File: config.mk
export PLATFORM = sky130hd
export DESIGN_NAME = ti_keyboard_top
export DESIGN_NICKNAME = d
export VERILOG_FILES = /design/src/source/ti_kbd_pkg.sv /design/src/source/ps2_key_decoder.sv /design/src/source/joystick_merge.sv /design/src/source/key_matrix_scan.sv /design/src/source/ti_keyboard_top.sv
export SDC_FILE = /design/constraint.sdc
export NUM_CORES = 1
export LEC_CHECK = 0
export BUFFER_PORTS_ARGS = -buffer_cell sky130_fd_sc_hd__buf_2
export CAP_MARGIN = 20
export CORE_MARGIN = 8
export CORE_UTILIZATION = 58
export DETAILED_ROUTE_END_ITERATION = 16
export GPL_TIMING_DRIVEN = 0
export PLACE_DENSITY_LB_ADDON = 0.05
export SYNTH_ARGS = -nofsm -noshare
export SYNTH_HDL_FRONTEND = slang
export SYNTH_SLANG_ARGS = --single-unit
File: constraint.sdc
create_clock -name clk_sys -period 3.05 [get_ports clk_sys]
set_clock_uncertainty 0.2 [all_clocks]
set_input_delay 0.915 -clock clk_sys [delete_from_list [all_inputs] [get_ports clk_sys]]
set_output_delay 0.915 -clock clk_sys [all_outputs]
set_load 0.02 [all_outputs]
File: src/source/ti_kbd_pkg.sv
// ====================
// TI-99/4A keyboard front end shared types
// Matrix sizes, PS/2 set 2 scancodes, event and
// joystick structs used across the keyboard path
// ====================
`default_nettype none

package ti_kbd_pkg;

	// ====================
	// Matrix geometry
	localparam int NUM_COLS  = 8;
	localparam int NUM_ROWS  = 8;
	localparam int NUM_SEL   = 9;   // Lines 0-7 columns, line 8 Alpha Lock
	localparam int ALPHA_ROW = 4;   // Row pulled low by Alpha Lock

	// One PS/2 event from the host side
	typedef struct packed {
		logic       toggle;   // Flips once per event
		logic       pressed;  // Make 1, break 0
		logic       ext;      // E0 prefix, not used for matching
		logic [7:0] code;     // Set 2 scancode
	} ps2_event_t;

	// One joystick, all bits active high
	typedef struct packed {
		logic fire;
		logic up;
		logic down;
		logic left;
		logic right;
	} joy_t;

	// Row-major key matrix, 1 = pressed
	typedef logic [NUM_ROWS-1:0][NUM_COLS-1:0] key_matrix_t;

	// ====================
	// Set 2 scancodes, letters
	localparam logic [7:0] SC_A = 8'h1C;
	localparam logic [7:0] SC_B = 8'h32;
	localparam logic [7:0] SC_C = 8'h21;
	localparam logic [7:0] SC_D = 8'h23;
	localparam logic [7:0] SC_E = 8'h24;
	localparam logic [7:0] SC_F = 8'h2B;
	localparam logic [7:0] SC_G = 8'h34;
	localparam logic [7:0] SC_H = 8'h33;
	localparam logic [7:0] SC_I = 8'h43;
	localparam logic [7:0] SC_J = 8'h3B;
	localparam logic [7:0] SC_K = 8'h42;
	localparam logic [7:0] SC_L = 8'h4B;
	localparam logic [7:0] SC_M = 8'h3A;
	localparam logic [7:0] SC_N = 8'h31;
	localparam logic [7:0] SC_O = 8'h44;
	localparam logic [7:0] SC_P = 8'h4D;
	localparam logic [7:0] SC_Q = 8'h15;
	localparam logic [7:0] SC_R = 8'h2D;
	localparam logic [7:0] SC_S = 8'h1B;
	localparam logic [7:0] SC_T = 8'h2C;
	localparam logic [7:0] SC_U = 8'h3C;
	localparam logic [7:0] SC_V = 8'h2A;
	localparam logic [7:0] SC_W = 8'h1D;
	localparam logic [7:0] SC_X = 8'h22;
	localparam logic [7:0] SC_Y = 8'h35;
	localparam logic [7:0] SC_Z = 8'h1A;

	// Digit row
	localparam logic [7:0] SC_0 = 8'h45;
	localparam logic [7:0] SC_1 = 8'h16;
	localparam logic [7:0] SC_2 = 8'h1E;
	localparam logic [7:0] SC_3 = 8'h26;
	localparam logic [7:0] SC_4 = 8'h25;
	localparam logic [7:0] SC_5 = 8'h2E;
	localparam logic [7:0] SC_6 = 8'h36;
	localparam logic [7:0] SC_7 = 8'h3D;
	localparam logic [7:0] SC_8 = 8'h3E;
	localparam logic [7:0] SC_9 = 8'h46;

	// Punctuation
	localparam logic [7:0] SC_MINUS  = 8'h4E;  // Folds onto =
	localparam logic [7:0] SC_EQUALS = 8'h55;
	localparam logic [7:0] SC_BSLASH = 8'h5D;  // Folds onto =
	localparam logic [7:0] SC_LBRACK = 8'h54;  // Folds onto /
	localparam logic [7:0] SC_SLASH  = 8'h4A;
	localparam logic [7:0] SC_SEMI   = 8'h4C;
	localparam logic [7:0] SC_COMMA  = 8'h41;
	localparam logic [7:0] SC_PERIOD = 8'h49;
	localparam logic [7:0] SC_QUOTE  = 8'h52;  // Fn+P
	localparam logic [7:0] SC_BTICK  = 8'h0E;  // Virtual fire

	// Modifiers and editing keys
	localparam logic [7:0] SC_ENTER  = 8'h5A;
	localparam logic [7:0] SC_SPACE  = 8'h29;
	localparam logic [7:0] SC_LSHIFT = 8'h12;
	localparam logic [7:0] SC_RSHIFT = 8'h59;
	localparam logic [7:0] SC_CTRL   = 8'h14;
	localparam logic [7:0] SC_ALT    = 8'h11;  // Fn
	localparam logic [7:0] SC_CAPS   = 8'h58;  // Alpha Lock toggle
	localparam logic [7:0] SC_BKSP   = 8'h66;  // Fn+S
	localparam logic [7:0] SC_DEL    = 8'h71;  // Fn+1
	localparam logic [7:0] SC_INS    = 8'h70;  // Fn+2
	localparam logic [7:0] SC_ESC    = 8'h76;  // Fn+9

	// Arrows, E0 prefixed on the wire
	localparam logic [7:0] SC_UP    = 8'h75;
	localparam logic [7:0] SC_DOWN  = 8'h72;
	localparam logic [7:0] SC_LEFT  = 8'h6B;
	localparam logic [7:0] SC_RIGHT = 8'h74;

endpackage

`default_nettype wire

File: src/source/ps2_key_decoder.sv
// ====================
// PS/2 key event decoder
// Tracks pressed keys in the TI matrix layout,
// builds the virtual joystick from the arrows
// and toggles Alpha Lock from Caps Lock
// ====================
`timescale 1ns/1ps
`default_nettype none

module ps2_key_decoder (
	input  wire                          clk_sys,
	input  wire                          RESET,
	input  wire ti_kbd_pkg::ps2_event_t  ps2_key_i,
	input  wire                          virt_joy_i,
	output ti_kbd_pkg::key_matrix_t      key_state_o,
	output ti_kbd_pkg::joy_t             vjoy_o,
	output logic                         alpha_lock_o
);

	// Fn key position, shared by all combined keys
	localparam int FN_R = 4;
	localparam int FN_C = 7;

	logic                    toggle_q;   // Toggle seen at last edge
	logic                    event_new;
	logic                    pr;         // Make or break of current event
	ti_kbd_pkg::key_matrix_t keys_q;
	ti_kbd_pkg::key_matrix_t keys_d;
	ti_kbd_pkg::joy_t        vjoy_q;
	ti_kbd_pkg::joy_t        vjoy_d;
	logic                    alpha_q;
	logic                    alpha_d;

	assign event_new = ps2_key_i.toggle ^ toggle_q;
	assign pr        = ps2_key_i.pressed;

	// ====================
	// Next state from the scancode
	always_comb begin
		keys_d  = keys_q;
		vjoy_d  = vjoy_q;
		alpha_d = alpha_q;
		if (event_new) begin
			case (ps2_key_i.code)   // ext bit ignored on purpose
				// Row 0
				ti_kbd_pkg::SC_EQUALS: keys_d[0][7] = pr;
				ti_kbd_pkg::SC_MINUS:  keys_d[0][7] = pr;
				ti_kbd_pkg::SC_BSLASH: keys_d[0][7] = pr;
				ti_kbd_pkg::SC_PERIOD: keys_d[0][6] = pr;
				ti_kbd_pkg::SC_COMMA:  keys_d[0][5] = pr;
				ti_kbd_pkg::SC_M:      keys_d[0][4] = pr;
				ti_kbd_pkg::SC_N:      keys_d[0][3] = pr;
				ti_kbd_pkg::SC_SLASH:  keys_d[0][2] = pr;
				ti_kbd_pkg::SC_LBRACK: keys_d[0][2] = pr;
				// Row 1
				ti_kbd_pkg::SC_SPACE:  keys_d[1][7] = pr;
				ti_kbd_pkg::SC_L:      keys_d[1][6] = pr;
				ti_kbd_pkg::SC_K:      keys_d[1][5] = pr;
				ti_kbd_pkg::SC_J:      keys_d[1][4] = pr;
				ti_kbd_pkg::SC_H:      keys_d[1][3] = pr;
				ti_kbd_pkg::SC_SEMI:   keys_d[1][2] = pr;
				// Row 2
				ti_kbd_pkg::SC_ENTER:  keys_d[2][7] = pr;
				ti_kbd_pkg::SC_O:      keys_d[2][6] = pr;
				ti_kbd_pkg::SC_I:      keys_d[2][5] = pr;
				ti_kbd_pkg::SC_U:      keys_d[2][4] = pr;
				ti_kbd_pkg::SC_Y:      keys_d[2][3] = pr;
				ti_kbd_pkg::SC_P:      keys_d[2][2] = pr;
				// Row 3, col 7 unused
				ti_kbd_pkg::SC_9:      keys_d[3][6] = pr;
				ti_kbd_pkg::SC_8:      keys_d[3][5] = pr;
				ti_kbd_pkg::SC_7:      keys_d[3][4] = pr;
				ti_kbd_pkg::SC_6:      keys_d[3][3] = pr;
				ti_kbd_pkg::SC_0:      keys_d[3][2] = pr;
				// Row 4
				ti_kbd_pkg::SC_ALT:    keys_d[FN_R][FN_C] = pr;
				ti_kbd_pkg::SC_2:      keys_d[4][6] = pr;
				ti_kbd_pkg::SC_3:      keys_d[4][5] = pr;
				ti_kbd_pkg::SC_4:      keys_d[4][4] = pr;
				ti_kbd_pkg::SC_5:      keys_d[4][3] = pr;
				ti_kbd_pkg::SC_1:      keys_d[4][2] = pr;
				// Row 5, both shifts land on one key
				ti_kbd_pkg::SC_LSHIFT: keys_d[5][7] = pr;
				ti_kbd_pkg::SC_RSHIFT: keys_d[5][7] = pr;
				ti_kbd_pkg::SC_S:      keys_d[5][6] = pr;
				ti_kbd_pkg::SC_D:      keys_d[5][5] = pr;
				ti_kbd_pkg::SC_F:      keys_d[5][4] = pr;
				ti_kbd_pkg::SC_G:      keys_d[5][3] = pr;
				ti_kbd_pkg::SC_A:      keys_d[5][2] = pr;
				// Row 6
				ti_kbd_pkg::SC_CTRL:   keys_d[6][7] = pr;
				ti_kbd_pkg::SC_W:      keys_d[6][6] = pr;
				ti_kbd_pkg::SC_E:      keys_d[6][5] = pr;
				ti_kbd_pkg::SC_R:      keys_d[6][4] = pr;
				ti_kbd_pkg::SC_T:      keys_d[6][3] = pr;
				ti_kbd_pkg::SC_Q:      keys_d[6][2] = pr;
				// Row 7, col 7 unused
				ti_kbd_pkg::SC_X:      keys_d[7][6] = pr;
				ti_kbd_pkg::SC_C:      keys_d[7][5] = pr;
				ti_kbd_pkg::SC_V:      keys_d[7][4] = pr;
				ti_kbd_pkg::SC_B:      keys_d[7][3] = pr;
				ti_kbd_pkg::SC_Z:      keys_d[7][2] = pr;

				// ====================
				// Combined keys, Fn plus one more
				ti_kbd_pkg::SC_QUOTE: begin
					keys_d[FN_R][FN_C] = pr;
					keys_d[2][2]       = pr;   // P
				end
				ti_kbd_pkg::SC_BKSP: begin
					keys_d[FN_R][FN_C] = pr;
					keys_d[5][6]       = pr;   // S
				end
				ti_kbd_pkg::SC_DEL: begin
					keys_d[FN_R][FN_C] = pr;
					keys_d[4][2]       = pr;   // 1
				end
				ti_kbd_pkg::SC_INS: begin
					keys_d[FN_R][FN_C] = pr;
					keys_d[4][6]       = pr;   // 2
				end
				ti_kbd_pkg::SC_ESC: begin
					keys_d[FN_R][FN_C] = pr;
					keys_d[3][6]       = pr;   // 9
				end

				// Arrows go to joystick or to Fn+E/S/D/X
				ti_kbd_pkg::SC_UP: begin
					if (virt_joy_i) begin
						vjoy_d.up = pr;
					end else begin
						keys_d[FN_R][FN_C] = pr;
						keys_d[6][5]       = pr;   // E
					end
				end
				ti_kbd_pkg::SC_LEFT: begin
					if (virt_joy_i) begin
						vjoy_d.left = pr;
					end else begin
						keys_d[FN_R][FN_C] = pr;
						keys_d[5][6]       = pr;   // S
					end
				end
				ti_kbd_pkg::SC_RIGHT: begin
					if (virt_joy_i) begin
						vjoy_d.right = pr;
					end else begin
						keys_d[FN_R][FN_C] = pr;
						keys_d[5][5]       = pr;   // D
					end
				end
				ti_kbd_pkg::SC_DOWN: begin
					if (virt_joy_i) begin
						vjoy_d.down = pr;
					end else begin
						keys_d[FN_R][FN_C] = pr;
						keys_d[7][6]       = pr;   // X
					end
				end
				ti_kbd_pkg::SC_BTICK: vjoy_d.fire = pr;   // Fire in either mode

				// Caps Lock flips on make only
				ti_kbd_pkg::SC_CAPS: begin
					if (pr) begin
						alpha_d = ~alpha_q;
					end
				end
				default: ;
			endcase
		end
	end

	// ====================
	// State registers
	always_ff @(posedge clk_sys) begin
		if (RESET) begin
			toggle_q <= 1'b0;
			keys_q   <= '0;
			vjoy_q   <= '0;
			alpha_q  <= 1'b0;
		end else begin
			toggle_q <= ps2_key_i.toggle;
			keys_q   <= keys_d;
			vjoy_q   <= vjoy_d;
			alpha_q  <= alpha_d;
		end
	end

	assign key_state_o  = keys_q;
	assign vjoy_o       = vjoy_q;
	assign alpha_lock_o = alpha_q;

endmodule

`default_nettype wire

File: src/source/joystick_merge.sv
// ====================
// Joystick merge stage
// Swaps the two ports, ORs the virtual joystick
// into port 1 and registers the full matrix
// ====================
`timescale 1ns/1ps
`default_nettype none

module joystick_merge (
	input  wire                           clk_sys,
	input  wire                           RESET,
	input  wire ti_kbd_pkg::key_matrix_t  key_state_i,
	input  wire ti_kbd_pkg::joy_t         vjoy_i,
	input  wire ti_kbd_pkg::joy_t         joy0_i,
	input  wire ti_kbd_pkg::joy_t         joy1_i,
	input  wire                           joy_swap_i,
	output ti_kbd_pkg::key_matrix_t       merged_keys_o
);

	ti_kbd_pkg::joy_t        port1;
	ti_kbd_pkg::joy_t        port2;
	logic [4:0]              p1_col;     // Column 1 bits, row 4 down to 0
	logic [4:0]              p2_col;     // Column 0 bits
	ti_kbd_pkg::key_matrix_t merged_d;

	// Joystick bits in row order: up, down, right, left, fire
	function automatic logic [4:0] joy_column(input ti_kbd_pkg::joy_t j);
		joy_column = {j.up, j.down, j.right, j.left, j.fire};
	endfunction

	// Port select and virtual stick merge
	always_comb begin
		port1 = joy_swap_i ? joy1_i : joy0_i;
		port1 = port1 | vjoy_i;              // Arrows act on port 1 only
		port2 = joy_swap_i ? joy0_i : joy1_i;
	end

	assign p1_col = joy_column(port1);
	assign p2_col = joy_column(port2);

	// ====================
	// Drop joystick bits into columns 1 and 0
	always_comb begin
		merged_d = key_state_i;
		for (int r = 0; r < 5; r++) begin
			merged_d[r][1] = p1_col[r];
			merged_d[r][0] = p2_col[r];
		end
	end

	always_ff @(posedge clk_sys) begin
		if (RESET) begin
			merged_keys_o <= '0;
		end else begin
			merged_keys_o <= merged_d;
		end
	end

endmodule

`default_nettype wire

File: src/source/key_matrix_scan.sv
// ====================
// Key matrix scan
// Console drives column selects low, rows answer
// low for any pressed key in a selected column
// ====================
`timescale 1ns/1ps
`default_nettype none

module key_matrix_scan (
	input  wire ti_kbd_pkg::key_matrix_t          merged_keys_i,
	input  wire                                   alpha_lock_i,
	input  wire [ti_kbd_pkg::NUM_SEL-1:0]         col_sel_n_i,
	output logic [ti_kbd_pkg::NUM_ROWS-1:0]       row_n_o
);

	logic [ti_kbd_pkg::NUM_COLS-1:0] col_en;     // Active high column enables
	logic                            alpha_sel;

	// ====================
	// Select line to column remap
	// Lines 0-3 straight, lines 4-7 reversed onto cols 7-4
	always_comb begin
		col_en[3:0] = ~col_sel_n_i[3:0];
		col_en[7]   = ~col_sel_n_i[4];
		col_en[6]   = ~col_sel_n_i[5];
		col_en[5]   = ~col_sel_n_i[6];
		col_en[4]   = ~col_sel_n_i[7];
	end

	// Extra select line reads Alpha Lock
	assign alpha_sel = alpha_lock_i & ~col_sel_n_i[ti_kbd_pkg::NUM_SEL-1];

	// ====================
	// Row drivers, active low
	always_comb begin
		for (int r = 0; r < ti_kbd_pkg::NUM_ROWS; r++) begin
			row_n_o[r] = ~|(merged_keys_i[r] & col_en);
			if (r == ti_kbd_pkg::ALPHA_ROW && alpha_sel) begin
				row_n_o[r] = 1'b0;   // Alpha Lock shares row 4
			end
		end
	end

endmodule

`default_nettype wire

File: src/source/ti_keyboard_top.sv
// ====================
// TI-99/4A keyboard and joystick front end
// PS/2 decode, joystick merge and matrix scan
// ====================
`timescale 1ns/1ps
`default_nettype none

module ti_keyboard_top (
	input  wire                                clk_sys,
	input  wire                                RESET,
	input  wire ti_kbd_pkg::ps2_event_t        ps2_key_i,
	input  wire                                virt_joy_i,
	input  wire                                joy_swap_i,
	input  wire ti_kbd_pkg::joy_t              joy0_i,
	input  wire ti_kbd_pkg::joy_t              joy1_i,
	input  wire [ti_kbd_pkg::NUM_SEL-1:0]      col_sel_n_i,
	output wire [ti_kbd_pkg::NUM_ROWS-1:0]     row_n_o
);

	ti_kbd_pkg::key_matrix_t key_state;     // Keyboard keys only
	ti_kbd_pkg::joy_t        vjoy;          // Arrow keys as stick
	logic                    alpha_lock;
	ti_kbd_pkg::key_matrix_t merged_keys;   // Keys plus both ports

	// PS/2 side, one cycle after an event
	ps2_key_decoder i_decoder (
		.clk_sys      (clk_sys),
		.RESET        (RESET),
		.ps2_key_i    (ps2_key_i),
		.virt_joy_i   (virt_joy_i),
		.key_state_o  (key_state),
		.vjoy_o       (vjoy),
		.alpha_lock_o (alpha_lock)
	);

	// Registered full matrix
	joystick_merge i_merge (
		.clk_sys       (clk_sys),
		.RESET         (RESET),
		.key_state_i   (key_state),
		.vjoy_i        (vjoy),
		.joy0_i        (joy0_i),
		.joy1_i        (joy1_i),
		.joy_swap_i    (joy_swap_i),
		.merged_keys_o (merged_keys)
	);

	// Combinational row answer
	key_matrix_scan i_scan (
		.merged_keys_i (merged_keys),
		.alpha_lock_i  (alpha_lock),
		.col_sel_n_i   (col_sel_n_i),
		.row_n_o       (row_n_o)
	);

endmodule

`default_nettype wire

==> metrics <==
largest net degree at the start of global routing 20; Max stage delay on crit path 0.26 ns; fin. max-slew vios 0; count of warnings emitted by yosys 0; placer's final routability congestion estimate between 0.9 and 1; global-route usage over all layers between 20% and 30%; f_max 327.5 MHz; worst slack at placement -0.05078 ns; endpoints failing setup 1; sequential fraction of design power 57.6%; antenna-violating nets left 0; most frequent cells in the layout sky130_fd_sc_hd__dfxtp_1, sky130_fd_sc_hd__nand2_1, sky130_fd_sc_hd__nor2b_1; proportion of register bits with asynchronous set or reset after synthesis 0%; Clock Latency Late Sink about 0.37 ns; gr ovfl total 0; reported max-cap violation count 0; proportion of power drawn by combinational gates 9.1%; Critical Path Source Type input pin; Post-Synthesis Cell Area between 4000 and 5000 sq um; switch share 27.32%; HPWL reported at the end of detailed placement 8919 um; Core Rows 32; peak fanout along the critical path 5; number of antenna violations at the first check in global routing 0; number of filler instances in the final layout 662; share of the clock period used by the worst path after layout 100.1%; Clock power frac roughly 33%; area added between synthesis and finish 12.81%; number of distinct library cells after synthesis 47; result of the run finished, violations left; Net Count, Synth 543; first-pass GRT wire length ~19,000 um; multi-input logic area about 2100 sq um; peak supply drop 256.0 uV; number of global-route vias before repair between 3,000 and 4,000; total clock sinks around 110; post-detailed-routing wire length 12,310 um; sum of negative setup slack -0.003499 ns; via count approximately 3,800; final setup slack of the worst path -0.003499 ns; fin cells between 600 and 700; capturing element type of the critical path output pin; Post-CTS Hold Fix Bufs 0; core area 7607 sq um; cells along the critical path buf_2 > clkinvlp_4 > a22o_1 > a221oi_2 > and3_1 > buf_6; unrepaired setup endpoints after global routing yes; primary flip-flop cell chosen by synthesis mapping sky130_fd_sc_hd__dfxtp_1; Int Power between 1500 and 2000 uW; Worst slew margin approximately a third; TritonCTS clock tree yes; Worst Path Class, Setup in -> out; detailed router's first-iteration violation count ~220; H-tree depth reported by CTS 3; data required time at the worst endpoint 1.93 ns; DRC Markers 0; Inst Count DP between 600 and 700; number of iterations in the first detailed-routing pass 5; Post-Synthesis Cells 509; detail-routed via count per cell 5.740; drt wl/cell between 15 and 20 um; slowest cell on the critical path sky130_fd_sc_hd__a22o_1; post-synthesis sequential area ratio 48.55%; # nets final 596; violations in the final reports negative setup slack; number of enable-type register cells in the synthesized netlist 0; worst slew pin tran 1.018 ns; number of top-level pins between 40 and 50; Die Wd 104.0 um; Layout Utilization 66.64%; share of final-layout standard cells stronger than drive strength 1 14.29%; Die Footprint 10,820 sq um; critical path data arrival time 1.94 ns; Leak Pwr approximately 0.0019 uW; Initial Utilization 59.08%; most common library cell in the layout ignoring fill and taps sky130_fd_sc_hd__dfxtp_1; number of buffers added on ports 38; number of storage elements in the synthesis netlist 109; Die H 104.0 um; post-layout minimum cycle time ~3.1 ns; net switching power 682.5 uW; maximum count of clock buffers along a single path 2; worst hold slack across all endpoints 0.2569 ns; total clock buffers created by CTS 9; power density cells between 400 and 500 nW/um^2; sequential standard cell area 2182 sq um; count of antenna diodes in the layout 0; post-CTS clock slew at the launch and capture registers of the worst setup and hold paths approximately 0.11 ns; min-delay worst type reg -> reg; number of failing hold endpoints at the final stage 0; clock root buffer sky130_fd_sc_hd__clkbuf_8; synthesized area per cell 8.830 sq um
final cells by class:
cell class              instances  share of cell area, %
plain buffers                  30                  2.641
clock buffers                   9                  2.443
clock inverters                 7                  1.160
inverters                      12                  1.111
multi-input cells             358                  42.20
flip-flops and latches        109                  43.04
well taps                     102                  2.517
repair buffers                 42                  4.886
critical path, delay by kind of cell:
kind                   cells  cell delay, ns
AOI/OAI and AO/OA          2            0.43
and+or+nand+nor            1            0.20
buffers and inverters      3            0.39
cell usage after synthesis (2+ instances only):
library cell	number	area share (%)
sky130_fd_sc_hd__and3_1	6	0.84
sky130_fd_sc_hd__dfxtp_1	109	49
sky130_fd_sc_hd__nor4_1	4	0.56
sky130_fd_sc_hd__a211oi_1	5	0.84
sky130_fd_sc_hd__nand2b_1	8	1.1
sky130_fd_sc_hd__buf_2	8	0.89
sky130_fd_sc_hd__nor2b_1	54	7.5
sky130_fd_sc_hd__xnor2_1	2	0.39
sky130_fd_sc_hd__a21oi_1	28	3.1
sky130_fd_sc_hd__nor3_1	6	0.67
sky130_fd_sc_hd__buf_1	2	0.17
sky130_fd_sc_hd__o21ai_0	6	0.67
sky130_fd_sc_hd__nor3b_1	2	0.33
sky130_fd_sc_hd__or4b_1	2	0.45
sky130_fd_sc_hd__o22ai_1	3	0.42
sky130_fd_sc_hd__nand2_1	70	5.8
sky130_fd_sc_hd__and4_1	3	0.58
sky130_fd_sc_hd__a22oi_1	25	4.2
sky130_fd_sc_hd__clkbuf_1	17	1.4
sky130_fd_sc_hd__a31oi_1	3	0.42
sky130_fd_sc_hd__mux2i_1	26	5.8
sky130_fd_sc_hd__nand4b_1	2	0.39
sky130_fd_sc_hd__nor2_1	46	3.8
sky130_fd_sc_hd__a222oi_1	3	0.67
sky130_fd_sc_hd__buf_4	3	0.50
sky130_fd_sc_hd__inv_1	12	1.0
sky130_fd_sc_hd__nand3_1	34	3.8
path summary, 6_finish.rpt:
path / from / endpoint / slack [ns] / depth (start not counted)
worst max-delay path: col_sel_n_i[2] / row_n_o[4] / -0.003 / 6
worst min-delay path: i_decoder.key_state_o[50]$_SDFFE_PP0P_ / i_decoder.key_state_o[50]$_SDFFE_PP0P_ / 0.26 / 2
worst max register to register: i_decoder.toggle_q$_SDFF_PP0_ / i_decoder.key_state_o[13]$_SDFFE_PP0P_ / 0.94 / 7
worst min register to register: i_decoder.key_state_o[50]$_SDFFE_PP0P_ / i_decoder.key_state_o[50]$_SDFFE_PP0P_ / 0.26 / 2
state kept, by name, summed over array words and instances (netlist names):
signal	flops
i_decoder.alpha_lock_o	1
i_decoder.key_state_o	46
i_decoder.toggle_q	1
i_decoder.vjoy_o	5
i_merge.merged_keys_o	56
per-stage QoR:
step	instance area, sq um	power, uW
finish	5070	2498
global route	5070	2583
CTS	5034	2491
detailed placement	4812	1684
global placement	4812	1681
floorplan	4494	1598
power groups by stage:
| stage | clock, uW | combinational (uW) | sequential, uW |
|---|---|---|---|
| final | 832 | 227 | 1440 |
| after global routing | 900 | 243 | 1440 |
| after CTS | 834 | 219 | 1440 |
| after detailed placement | 0 | 213 | 1470 |
| after global placement | 0 | 210 | 1470 |
| after floorplan | 0 | 128 | 1470 |
layer usage:
layer | global-route usage (%) | wire length [um]
met5 | 0 | 0
met4 | 10.44 | 384
met3 | 4.151 | 620
met2 | 37.99 | 5973
met1 | 27.29 | 5333
kinds of logic after synthesis:
group	after synthesis	share of synthesized area, %
multiplexers	26	5.791
buffers and inverters	42	3.981
flip-flops	109	48.55
AND/OR/NAND/NOR	247	28.70
AO/OA/AOI/OAI	81	11.78
XOR/XNOR	4	1.197
repair_timing:
item                                   in CTS  in global routing
setup endpoints to repair                   1                  6
pin swaps                                   2                  6
buffers inserted                            3                  1
gates cloned                                0                  0
endpoints found under the hold margin       0                  0
resized for setup                           4                  8
Power figures use the tool's default switching activity.
